## src/design/fetch_defs.svh

```systemverilog
// ----------------------------
// widths and sizes of the fetch stage
// FETCH_CNT_BITS must hold FETCH_MAX_INFLIGHT itself
// FETCH_MAX_INFLIGHT must be a power of two
// ----------------------------

`ifndef FETCH_DEFS_SVH
`define FETCH_DEFS_SVH

// byte address and instruction word
`define FETCH_ADDR_BITS 32
`define FETCH_INST_BITS 32

// memory opaque field, carries the fetch epoch
`define FETCH_OPAQ_BITS 8

// first pc fetched after reset
`define FETCH_RST_ADDR 32'h0000_1000

// requests issued but not yet handed to decode, also the buffer depth
`define FETCH_MAX_INFLIGHT 4
`define FETCH_CNT_BITS 3

`endif

```

## src/design/fetch_pkg.sv

```systemverilog
// ----------------------------
// types shared by the fetch stage
// message layouts follow the memory and decode ports
// ----------------------------

`default_nettype none

`include "fetch_defs.svh"

package fetch_pkg;

  // ----------------------------
  // plain vectors
  // ----------------------------
  typedef logic [`FETCH_ADDR_BITS-1:0] addr_t;
  typedef logic [`FETCH_INST_BITS-1:0] inst_t;
  typedef logic [`FETCH_OPAQ_BITS-1:0] epoch_t;

  // ----------------------------
  // port messages
  // ----------------------------

  // fetch to memory, opaq carries the epoch
  typedef struct packed {
    addr_t  addr;
    epoch_t opaq;
  } mem_req_t;

  // memory to fetch, addr and opaq echoed back
  typedef struct packed {
    addr_t  addr;
    epoch_t opaq;
    inst_t  data;
  } mem_resp_t;

  // fetch to decode
  typedef struct packed {
    inst_t inst;
    addr_t pc;
  } f2d_msg_t;

  // decode to fetch, low two bits of target are ignored
  typedef struct packed {
    addr_t target;
  } redirect_t;

  // issue control states
  typedef enum logic [1:0] {
    IDLE_RESET,
    RUN,
    FULL
  } fetch_state_t;

endpackage

`default_nettype wire

```

## src/design/fetch_pc_gen.sv

```systemverilog
// ----------------------------
// fetch pc register
// steps by 4 per request transfer
// redirect wins over the step
// ----------------------------

`timescale 1ns/1ps
`default_nettype none

`include "fetch_defs.svh"

module fetch_pc_gen
  import fetch_pkg::*;
(
  input  logic      clk,
  input  logic      reset,
  // memory request handshake done this cycle
  input  logic      req_fire,
  // redirect strobe and target from decode
  input  logic      redirect_val,
  input  redirect_t redirect,
  // address of the next request
  output addr_t     pc
);

  // ----------------------------
  // next pc
  // ----------------------------

  // target word aligned, low two bits dropped
  addr_t target_aligned;
  // sequential successor
  addr_t pc_incr;

  assign target_aligned = {redirect.target[`FETCH_ADDR_BITS-1:2], 2'b00};
  assign pc_incr        = pc + addr_t'(4);

  // ----------------------------
  // pc register
  // ----------------------------

  always_ff @(posedge clk) begin
    if (reset) begin
      pc <= `FETCH_RST_ADDR;
    end else if (redirect_val) begin
      // a request firing in the same cycle used the old pc
      // its response is killed by epoch later
      pc <= target_aligned;
    end else if (req_fire) begin
      pc <= pc_incr;
    end
  end

endmodule

`default_nettype wire

```

## src/design/fetch_ctrl.sv

```systemverilog
// ----------------------------
// issue control and stale response filter
// assumes memory answers every request in order
// a redirect while a request waits on rdy changes that request
// ----------------------------

`timescale 1ns/1ps
`default_nettype none

`include "fetch_defs.svh"

module fetch_ctrl
  import fetch_pkg::*;
(
  input  logic   clk,
  input  logic   reset,
  // memory request side
  input  logic   mem_req_rdy,
  output logic   mem_req_val,
  output logic   req_fire,
  // memory response side
  input  logic   mem_resp_val,
  input  epoch_t resp_opaq,
  // decode side
  input  logic   pop_fire,
  input  logic   redirect_val,
  // current epoch, goes out in mem_req.opaq
  output epoch_t epoch,
  // accepted response goes to the buffer
  output logic   push
);

  localparam logic [`FETCH_CNT_BITS-1:0] MAX_CNT = `FETCH_CNT_BITS'(`FETCH_MAX_INFLIGHT);
  localparam logic [`FETCH_CNT_BITS-1:0] CNT_ONE = `FETCH_CNT_BITS'(1);

  fetch_state_t state;
  fetch_state_t state_next;

  // issued, not yet delivered, killed or flushed
  logic [`FETCH_CNT_BITS-1:0] credits;
  logic [`FETCH_CNT_BITS-1:0] credits_next;
  // issued, response not yet back
  logic [`FETCH_CNT_BITS-1:0] inflight;
  logic [`FETCH_CNT_BITS-1:0] inflight_next;
  // stale response, dropped here
  logic kill;

  // ----------------------------
  // handshakes and filter
  // ----------------------------

  // only RUN issues, it means credits below max
  assign mem_req_val = (state == RUN);
  assign req_fire    = mem_req_val & mem_req_rdy;

  // old epoch means a redirect came after the request went out
  assign push = mem_resp_val & (resp_opaq == epoch);
  assign kill = mem_resp_val & (resp_opaq != epoch);

  // ----------------------------
  // counters
  // ----------------------------

  always_comb begin
    inflight_next = inflight;
    if (req_fire) begin
      inflight_next = inflight_next + CNT_ONE;
    end
    // every response leaves flight, pushed or killed
    if (mem_resp_val) begin
      inflight_next = inflight_next - CNT_ONE;
    end
  end

  always_comb begin
    credits_next = credits;
    if (redirect_val) begin
      // buffer is flushed, only what is still in flight holds a credit
      credits_next = inflight_next;
    end else begin
      if (req_fire) begin
        credits_next = credits_next + CNT_ONE;
      end
      if (pop_fire) begin
        credits_next = credits_next - CNT_ONE;
      end
      if (kill) begin
        credits_next = credits_next - CNT_ONE;
      end
    end
  end

  // ----------------------------
  // state machine
  // ----------------------------

  always_comb begin
    state_next = state;
    case (state)
      IDLE_RESET: state_next = RUN;
      RUN:        if (credits_next == MAX_CNT) state_next = FULL;
      FULL:       if (credits_next != MAX_CNT) state_next = RUN;
      default:    state_next = IDLE_RESET;
    endcase
  end

  always_ff @(posedge clk) begin
    if (reset) begin
      state    <= IDLE_RESET;
      credits  <= '0;
      inflight <= '0;
      epoch    <= '0;
    end else begin
      state    <= state_next;
      credits  <= credits_next;
      inflight <= inflight_next;
      // new epoch after a redirect, older responses become stale
      if (redirect_val) begin
        epoch <= epoch + epoch_t'(1);
      end
    end
  end

endmodule

`default_nettype wire

```

## src/design/fetch_resp_buf.sv

```systemverilog
// ----------------------------
// response FIFO toward decode
// no overflow check, credits in fetch_ctrl keep space
// flush drops all entries and any push in the same cycle
// ----------------------------

`timescale 1ns/1ps
`default_nettype none

`include "fetch_defs.svh"

module fetch_resp_buf
  import fetch_pkg::*;
(
  input  logic     clk,
  input  logic     reset,
  // write side
  input  logic     push,
  input  f2d_msg_t push_msg,
  input  logic     flush,
  // decode side
  input  logic     d_rdy,
  output logic     d_val,
  output f2d_msg_t d_msg,
  output logic     pop_fire
);

  localparam int PTR_BITS = $clog2(`FETCH_MAX_INFLIGHT);
  localparam logic [`FETCH_CNT_BITS-1:0] CNT_ONE = `FETCH_CNT_BITS'(1);
  localparam logic [PTR_BITS-1:0] PTR_ONE = PTR_BITS'(1);

  // payload storage
  f2d_msg_t entries [`FETCH_MAX_INFLIGHT];

  logic [PTR_BITS-1:0] wr_ptr;
  logic [PTR_BITS-1:0] rd_ptr;
  logic [`FETCH_CNT_BITS-1:0] count;

  // ----------------------------
  // decode port
  // ----------------------------

  // head entry is shown as soon as it is written
  assign d_val    = (count != '0);
  assign d_msg    = entries[rd_ptr];
  assign pop_fire = d_val & d_rdy;

  // ----------------------------
  // storage
  // ----------------------------

  // pointers wrap, depth is a power of two
  always_ff @(posedge clk) begin
    if (push && !flush) begin
      entries[wr_ptr] <= push_msg;
    end
  end

  // ----------------------------
  // pointers and count
  // ----------------------------

  always_ff @(posedge clk) begin
    if (reset) begin
      wr_ptr <= '0;
      rd_ptr <= '0;
      count  <= '0;
    end else if (flush) begin
      // a pop this cycle still counts as delivered
      wr_ptr <= '0;
      rd_ptr <= '0;
      count  <= '0;
    end else begin
      if (push) begin
        wr_ptr <= wr_ptr + PTR_ONE;
      end
      if (pop_fire) begin
        rd_ptr <= rd_ptr + PTR_ONE;
      end
      // push and pop together leave count as is
      if (push && !pop_fire) begin
        count <= count + CNT_ONE;
      end else if (pop_fire && !push) begin
        count <= count - CNT_ONE;
      end
    end
  end

endmodule

`default_nettype wire

```

## src/design/fetch_unit.sv

```systemverilog
// ----------------------------
// instruction fetch stage top
// memory must answer in order and echo addr and opaq
// responses are always accepted
// ----------------------------

`timescale 1ns/1ps
`default_nettype none

module fetch_unit
  import fetch_pkg::*;
(
  input  logic      clk,
  input  logic      reset,
  // memory request
  output logic      mem_req_val,
  input  logic      mem_req_rdy,
  output mem_req_t  mem_req,
  // memory response
  input  logic      mem_resp_val,
  input  mem_resp_t mem_resp,
  // decode port
  output logic      d_val,
  input  logic      d_rdy,
  output f2d_msg_t  d_msg,
  // redirect strobe from decode
  input  logic      redirect_val,
  input  redirect_t redirect
);

  logic     req_fire;
  logic     push;
  logic     pop_fire;
  addr_t    pc;
  epoch_t   epoch;
  f2d_msg_t push_msg;

  // ----------------------------
  // message forming
  // ----------------------------

  // request tagged with the current epoch
  assign mem_req.addr = pc;
  assign mem_req.opaq = epoch;

  // echoed addr is the instruction's pc
  assign push_msg.inst = mem_resp.data;
  assign push_msg.pc   = mem_resp.addr;

  // ----------------------------
  // submodules
  // ----------------------------

  fetch_ctrl u_ctrl (
    .clk          (clk),
    .reset        (reset),
    .mem_req_rdy  (mem_req_rdy),
    .mem_req_val  (mem_req_val),
    .req_fire     (req_fire),
    .mem_resp_val (mem_resp_val),
    .resp_opaq    (mem_resp.opaq),
    .pop_fire     (pop_fire),
    .redirect_val (redirect_val),
    .epoch        (epoch),
    .push         (push)
  );

  fetch_pc_gen u_pc_gen (
    .clk          (clk),
    .reset        (reset),
    .req_fire     (req_fire),
    .redirect_val (redirect_val),
    .redirect     (redirect),
    .pc           (pc)
  );

  // flush is the redirect strobe itself
  fetch_resp_buf u_resp_buf (
    .clk      (clk),
    .reset    (reset),
    .push     (push),
    .push_msg (push_msg),
    .flush    (redirect_val),
    .d_rdy    (d_rdy),
    .d_val    (d_val),
    .d_msg    (d_msg),
    .pop_fire (pop_fire)
  );

endmodule

`default_nettype wire

```

## config.mk

```make
export PLATFORM = sky130hd
export DESIGN_NAME = fetch_unit
export DESIGN_NICKNAME = d
export VERILOG_FILES = /design/src/design/fetch_pkg.sv /design/src/design/fetch_pc_gen.sv /design/src/design/fetch_ctrl.sv /design/src/design/fetch_resp_buf.sv /design/src/design/fetch_unit.sv
export VERILOG_INCLUDE_DIRS = /design/src /design/src/design
export SDC_FILE = /design/constraint.sdc
export NUM_CORES = 1
export LEC_CHECK = 0
export BUFFER_PORTS_ARGS = -buffer_cell sky130_fd_sc_hd__buf_2
export CORE_MARGIN = 1
export CORE_UTILIZATION = 51
export DETAILED_ROUTE_END_ITERATION = 8
export PLACE_DENSITY = 0.76
export SETUP_SLACK_MARGIN = 0.2
export SYNTH_ARGS = -nofsm -noshare
export SYNTH_HDL_FRONTEND = slang
export SYNTH_HIERARCHICAL = 1
export SYNTH_SLANG_ARGS = --single-unit
```

## constraint.sdc

```tcl
create_clock -name clk -period 3.8 [get_ports clk]
set_input_delay 0.76 -clock clk [delete_from_list [all_inputs] [get_ports clk]]
set_output_delay 0.76 -clock clk [all_outputs]
set_load 0.01 [all_outputs]
```

==> results of run 1 <==
final cells by class:
cell class	count	area, um^2
Antenna cell	4	10.0
Timing Repair Buffer	225	1250
Clock inverter	21	249
Fill cell	1738	9180
Multi-Input combinational cell	360	3570
Sequential cell	311	8800
Inverter	18	72.6
Clock buffer	34	787
Tap cell	324	405
power groups by stage:
stage,combinational (W),clock [W],sequential (W)
after global routing,0.000442,0.00329,0.00378
after floorplan,0.000232,0,0.00385
after CTS,0.000402,0.00316,0.00378
after global placement,0.000382,0,0.00385
after detailed placement,0.000399,0,0.00385
final,0.000399,0.00309,0.00378
state kept, by name (all words and copies together) (netlist names), named ones only:
signal,flops
u_ctrl/credits,3
u_ctrl/epoch,8
u_ctrl/inflight,3
u_ctrl/state,2
u_pc_gen/pc,30
u_resp_buf/count,3
u_resp_buf/entries,256
u_resp_buf/rd_ptr,2
u_resp_buf/wr_ptr,2
layer usage:
layer / share of wire, % / global-route usage, %
met5: 0.087 / 0
met2: 50 / 33.7
met4: 1.7 / 4.37
met1: 41 / 26.7
met3: 7.1 / 4.25
synthesized netlist by cell type (12+ instances only):
master | instances | share of area [%]
nand4_1 | 19 | 0.94
o21ai_0 | 13 | 0.51
a21oi_1 | 13 | 0.51
dfxtp_1 | 55 | 8.7
nand2_1 | 31 | 0.92
inv_1 | 17 | 0.50
xnor2_1 | 15 | 1.0
mux4_2 | 60 | 11
xor2_1 | 21 | 1.5
ha_1 | 12 | 1.2
edfxtp_1 | 256 | 61
nor2_1 | 36 | 1.1
critical path: stages, from the launching register on:
cell and delay (ns):
dfxtp_4 0.56, buf_4 0.40, mux4_1 0.61, buf_2 0.16
placed cells by master, fill, tap and decap left out, types with 3 or more instances in the layout:
master	instances
mux2i_1	7
mux4_1	4
nor4_4	3
xor2_1	21
a21oi_1	13
inv_1	17
buf_2	211
xnor2_1	15
clkbuf_16	31
buf_12	7
nand4_1	19
buf_4	7
ha_1	12
diode_2	4
bufinv_16	6
nor2b_1	5
or3_1	9
nand3_1	8
nand2_1	31
and3_1	5
nand2b_1	3
clkbuf_1	3
o21ai_0	13
and2_4	4
a211oi_1	10
nor4_1	9
clkinv_1	8
a311oi_1	9
a31o_2	3
mux4_2	60
a21o_1	3
clkinv_2	5
edfxtp_1	256
nor2_1	36
o211ai_1	7
nor3_1	8
and4_1	4
dfxtp_1	53
cells by family after synthesis:
logic type | after synthesis | synth area share, %
mux | 72 | 12.1
flops | 311 | 69.4
xor+xnor | 38 | 2.84
buf+inv | 49 | 2.47
simple gates | 163 | 7.57
other cells | 1 | 0.0296
compound gates | 72 | 4.20
fa+ha+maj | 13 | 1.34
metrics by stage:
step | instances | instance area (um^2) | util [%] | hold WS (ns)
finish | 1297 | 15100 | 62.3 | 0.435
global route | 1294 | 15100 | 62.2 | 0.414
CTS | 1293 | 15100 | 62.2 | 0.410
detailed placement | 1238 | 14100 | 58.0 | 0.516
global placement | 1238 | 14100 | 58.0 | 0.504
floorplan | 720 | 12700 | - | 0.485
worst paths after layout:
check                           cells after the start                         to                 start
worst max-delay path                                3                   d_msg[2]                  flop
worst min-delay path                                1  u_resp_buf/entries[0][11]          mem_resp[51]
worst max register to register                     13            u_ctrl/state[0]       u_ctrl/state[0]
worst min register to register                      2       u_resp_buf/rd_ptr[1]  u_resp_buf/rd_ptr[1]
==> flow_summary_export.csv, run 1 <==
group,metric,value,unit
outcome,status,"completed",
power_and_ir_drop,swShare,20.3,%
setup_path,path_class,"reg -> out",
placement,pre_cts_ws,0.608,ns
synth,synth-seq-cells,311,
finish,final_layout_size_suffix_gt1_share,37.3,%
clock_tree,cts_tree,"done",
global_routing,antenna_found_initial,5,
timing,period_minus_slack,3.03,ns
power_and_ir_drop,powerDensity,480,nW/um^2
routing,drc,0,
synth,syn_inst,719,
clock_tree,hold_buffers,0,
global_routing,grtUsageTotal,20.0,%
clock_tree,path_clk_slew,0.06,ns
setup_path,worstSetupStartpointType,"flop",
setup_path,r2r_slack,1.03,ns
timing,fin_ws,0.765,ns
min_path,hold_class,"in -> reg",
global_routing,grt_overflow,0,
timing,worstMarginPinSlew,1.04,ns
routing,first_pass_iters,4,
synth,yosys_warnings,6,
power_and_ir_drop,p_int,0.00579,W
timing,maxSlewHeadroom,30.1,%
floorplan,core-area,24300,um^2
synth,synth_area_per_cell,17.6,um^2
global_routing,grt_max_degree,65,
synth,synthArstFlopShare,0,%
clock_tree,cts_made_buffers,31,
routing,vias_per_cell,5.59,
clock_tree,cts_buffer_depth,3,
timing,rsz0062_at_grt,"no",
placement,hpwl,16.1,mm
synth,yosysSeqAreaShare,69.4,%
setup_path,cp_max_fo,18,
timing,finalSetupViolations,0,
floorplan,rows,57,
setup_path,end_kind,"output pin",
clock_tree,clk_latency,0.54,ns
synth,synth_cell_types,67,
routing,drt-total-wl,25.3,mm
power_and_ir_drop,combPwrFrac,5.5,%
global_routing,grt_pass1_vias,7269,
floorplan,ios,216,
timing,fin_skew,0.00581,ns
power_and_ir_drop,p_leak,5.33,nW
routing,drt_iter0_markers,457,
finish,syn2layout_area_growth,19.6,%
clock_tree,h-tree-depth,1,
power_and_ir_drop,irDropWorstVdd,0.314,mV
power_and_ir_drop,p_switching,0.00148,W
clock_tree,post_cts_buffers,0,
power_and_ir_drop,totalPowerFinal,0.00726,W
clock_tree,clock-sinks,311,
timing,max_freq,0.330,GHz
placement,port_buffers,211,
synth,synth_edf_count,256,
synth,synth_top_flop_cell,"edfxtp_1",
routing,drtAntennaViolNets,0,
floorplan,die_w,160,um
floorplan,dieArea,25500,um^2
job,maxCapViolCount,0,
setup_path,cp_data_arrival_time,2.27,ns
timing,finalHoldViolations,0,
power_and_ir_drop,clkPwrFrac,42.5,%
clock_tree,root_buffer,"clkbuf_16",
placement,place_congestion,0.823,
setup_path,worstPathRequired,3.04,ns
timing,final.period_utilization,79.9,%
synth,syn_area,12700,um^2
timing,drv_slew,0,
power_and_ir_drop,seq_power_share,52.0,%
routing,vias,7250,
routing,wl_per_cell,19.5,um
timing,fin_tns_setup,0,ns
global_routing,grt_pass1_wl,39.7,mm
finish,num-nets-final,1070,
floorplan,die-height,160,um
clock_tree,cts_resized,0,
floorplan,start_util,52.1,%
(Power assumes the default switching activity.)
==> run 2, diff against run 1 <==
==> constraint.sdc (replaced) <==
create_clock -name clk -period 2.55 [get_ports clk]
set_input_delay 0.51 -clock clk [delete_from_list [all_inputs] [get_ports clk]]
set_output_delay 0.51 -clock clk [all_outputs]
set_load 0.01 [all_outputs]
==> run 2 against run 1 <==
First-iteration DRC count increased by 25%. Die area unchanged. Largest cell class unchanged. Critical path type unchanged. Clock skew increased by 0.0088 ns. Hold slack got worse by 0.26 ns. Combinational power increased by 78%. Final cell count increased by 5.0%. Global-route usage increased by 1.5 points. Sequential share of layout area decreased by 4.3 points. Routed wire length increased by 11%. Via count increased by 5.0%. Clock-buffer cell count increased by 6.
==> flow_summary_export.csv, run 2 (same netlist as run 1, synthesis figures left out) <==
group,metric,value,unit
placement,pre_cts_ws,-0.123,ns
floorplan,ios,216,
finish,top_regs,"u_resp_buf/entries: 256 flops, u_pc_gen/pc: 30 flops, u_ctrl/epoch: 8 flops",
timing,final.period_utilization,96.9,%
finish,mostFrequentLayoutCell,"edfxtp_1",
finish,largest_register,"u_resp_buf/entries",
setup_path,worst_r2r_path_depth,12,
global_routing,grt_pass1_vias,7527,
clock_tree,clk_latency,0.55,ns
routing,drc,0,
clock_tree,clock-sinks,311,
placement,place_congestion,0.804,
power_and_ir_drop,powerDensity,664,nW/um^2
setup_path,cp_max_fo,7,
placement,hpwl,17.2,mm
timing,finalSetupViolations,0,
setup_path,crit_end,"d_msg[41]",
power_and_ir_drop,seq_power_share,51.9,%
timing,rsz0062_at_grt,"yes",
setup_path,r2r_slack,0.10,ns
floorplan,die-height,160,um
global_routing,grtUsageTotal,21.5,%
routing,vias_per_cell,5.59,
timing,maxSlewHeadroom,59.2,%
global_routing,grt_overflow,0,
routing,wl_per_cell,20.6,um
clock_tree,h-tree-depth,1,
finish,most-common-layout-cells,"256 x edfxtp_1, 158 x buf_2, 64 x mux4_2",
min_path,hold_class,"in -> reg",
finish,syn2layout_area_growth,29.2,%
timing,max_freq,0.405,GHz
global_routing,grt_pass1_wl,42.1,mm
timing,drv_slew,0,
outcome,status,"completed",
routing,drtAntennaViolNets,0,
floorplan,start_util,52.1,%
power_and_ir_drop,irDropWorstVdd,0.501,mV
clock_tree,path_clk_slew,0.06,ns
finish,num-nets-final,1133,
timing,finalHoldViolations,0,
power_and_ir_drop,p_switching,0.00226,W
setup_path,worstPathRequired,2.04,ns
placement,dpl_cell_area,14400,um^2
floorplan,dieArea,25500,um^2
floorplan,rows,57,
routing,drt-total-wl,28.0,mm
clock_tree,cts_tree,"done",
power_and_ir_drop,combPwrFrac,6.5,%
finish,largest_register_ffs,256,
timing,fin_ws,0.0784,ns
global_routing,antenna_found_initial,3,
setup_path,reg2reg_to,"u_ctrl/state[0]",
setup_path,end_kind,"output pin",
setup_path,r2r_start,"u_ctrl/state[1]",
timing,period_minus_slack,2.47,ns
routing,vias,7611,
clock_tree,root_buffer,"clkbuf_16",
power_and_ir_drop,p_int,0.00860,W
power_and_ir_drop,clkPwrFrac,41.6,%
setup_path,worstSetupStartpointType,"flop",
timing,worstMarginPinSlew,0.610,ns
floorplan,core-area,24300,um^2
clock_tree,cts_buffer_depth,3,
global_routing,grt_max_degree,42,
routing,first_pass_iters,4,
job,maxCapViolCount,0,
finish,postLayoutCellArea,16400,um^2
setup_path,path_class,"reg -> out",
timing,fin_skew,0.0146,ns
power_and_ir_drop,p_leak,5.85,nW
clock_tree,cts_made_buffers,31,
power_and_ir_drop,totalPowerFinal,0.0109,W
setup_path,cp_data_arrival_time,1.96,ns
power_and_ir_drop,swShare,20.8,%
routing,drt_iter0_markers,572,
placement,port_buffers,211,
finish,final_layout_size_suffix_gt1_share,43.0,%
floorplan,die_w,160,um
==> run 2: critical path, stage by stage (launching register included) <==
cell	delay [ns]
dfxtp_4	0.39
buf_6	0.11
buf_12	0.11
buf_16	0.14
mux4_2	0.51
buf_6	0.14
==> run 2: how the worst min path moves through the flow <==
stage	start	endpoint	slack, ns	cells after the start
2_1_floorplan	u_resp_buf/rd_ptr[1]	flop	0.48	2
6_report	mem_resp[20]	u_resp_buf/entries[1][52]	0.18	1
5_1_grt	mem_resp[14]	u_resp_buf/entries[0][46]	0.16	1
3_3_place_gp	u_ctrl/epoch[7]	u_ctrl/epoch[7]	0.50	2
3_5_place_dp	u_ctrl/epoch[7]	u_ctrl/epoch[7]	0.51	2
4_1_cts	mem_resp[58]	u_resp_buf/entries[3][18]	0.16	1
==> run 2: per-layer routing <==
metal | up-vias | global-route usage, % | routed length (um)
met5 | - | 0 | 23
met4 | 4 | 4.20 | 351
met3 | 27 | 4.61 | 2050
met2 | 307 | 35.8 | 14200
met1 | 3796 | 29.4 | 11500
li1 | 3477 | - | -
==> run 2: repair_timing <==
item / in CTS / in global routing
endpoints found under the hold margin: 0 / 0
hold buffers: 0 / 0
gates cloned: 5 / 6
pin swaps: 2 / 9
buffers inserted: 9 / 14
setup endpoints to repair: 60 / 273
resized for setup: 58 / 50
==> run 2: area by class of cell <==
type	count	area, um^2
Timing Repair Buffer	286	2380
Inverter	18	72.6
Fill cell	1641	7960
Sequential cell	311	8800
Antenna cell	3	7.51
Clock buffer	40	830
Multi-Input combinational cell	362	3660
Clock inverter	18	194
Tap cell	324	405
==> run 2: power by group through the flow <==
| stage | clock network, W | registers, W | logic, W |
|---|---|---|---|
| finish | 0.00452 | 0.00563 | 0.000710 |
| global route | 0.00483 | 0.00564 | 0.000775 |
| CTS | 0.00461 | 0.00563 | 0.000677 |
| detailed placement | 0 | 0.00573 | 0.000634 |
| global placement | 0 | 0.00573 | 0.000616 |
| floorplan | 0 | 0.00574 | 0.000346 |
==> run 2: per-stage QoR <==
stage,setup TNS [ns],std cells,hold slack (ns),util (%)
3_5_place_dp,-0.202,1267,0.509,59.3
4_1_cts,0,1339,0.157,65.5
6_report,0,1362,0.177,67.3
5_1_grt,0,1359,0.160,67.2
3_3_place_gp,-0.148,1267,0.501,59.3
2_1_floorplan,0,720,0.485,-
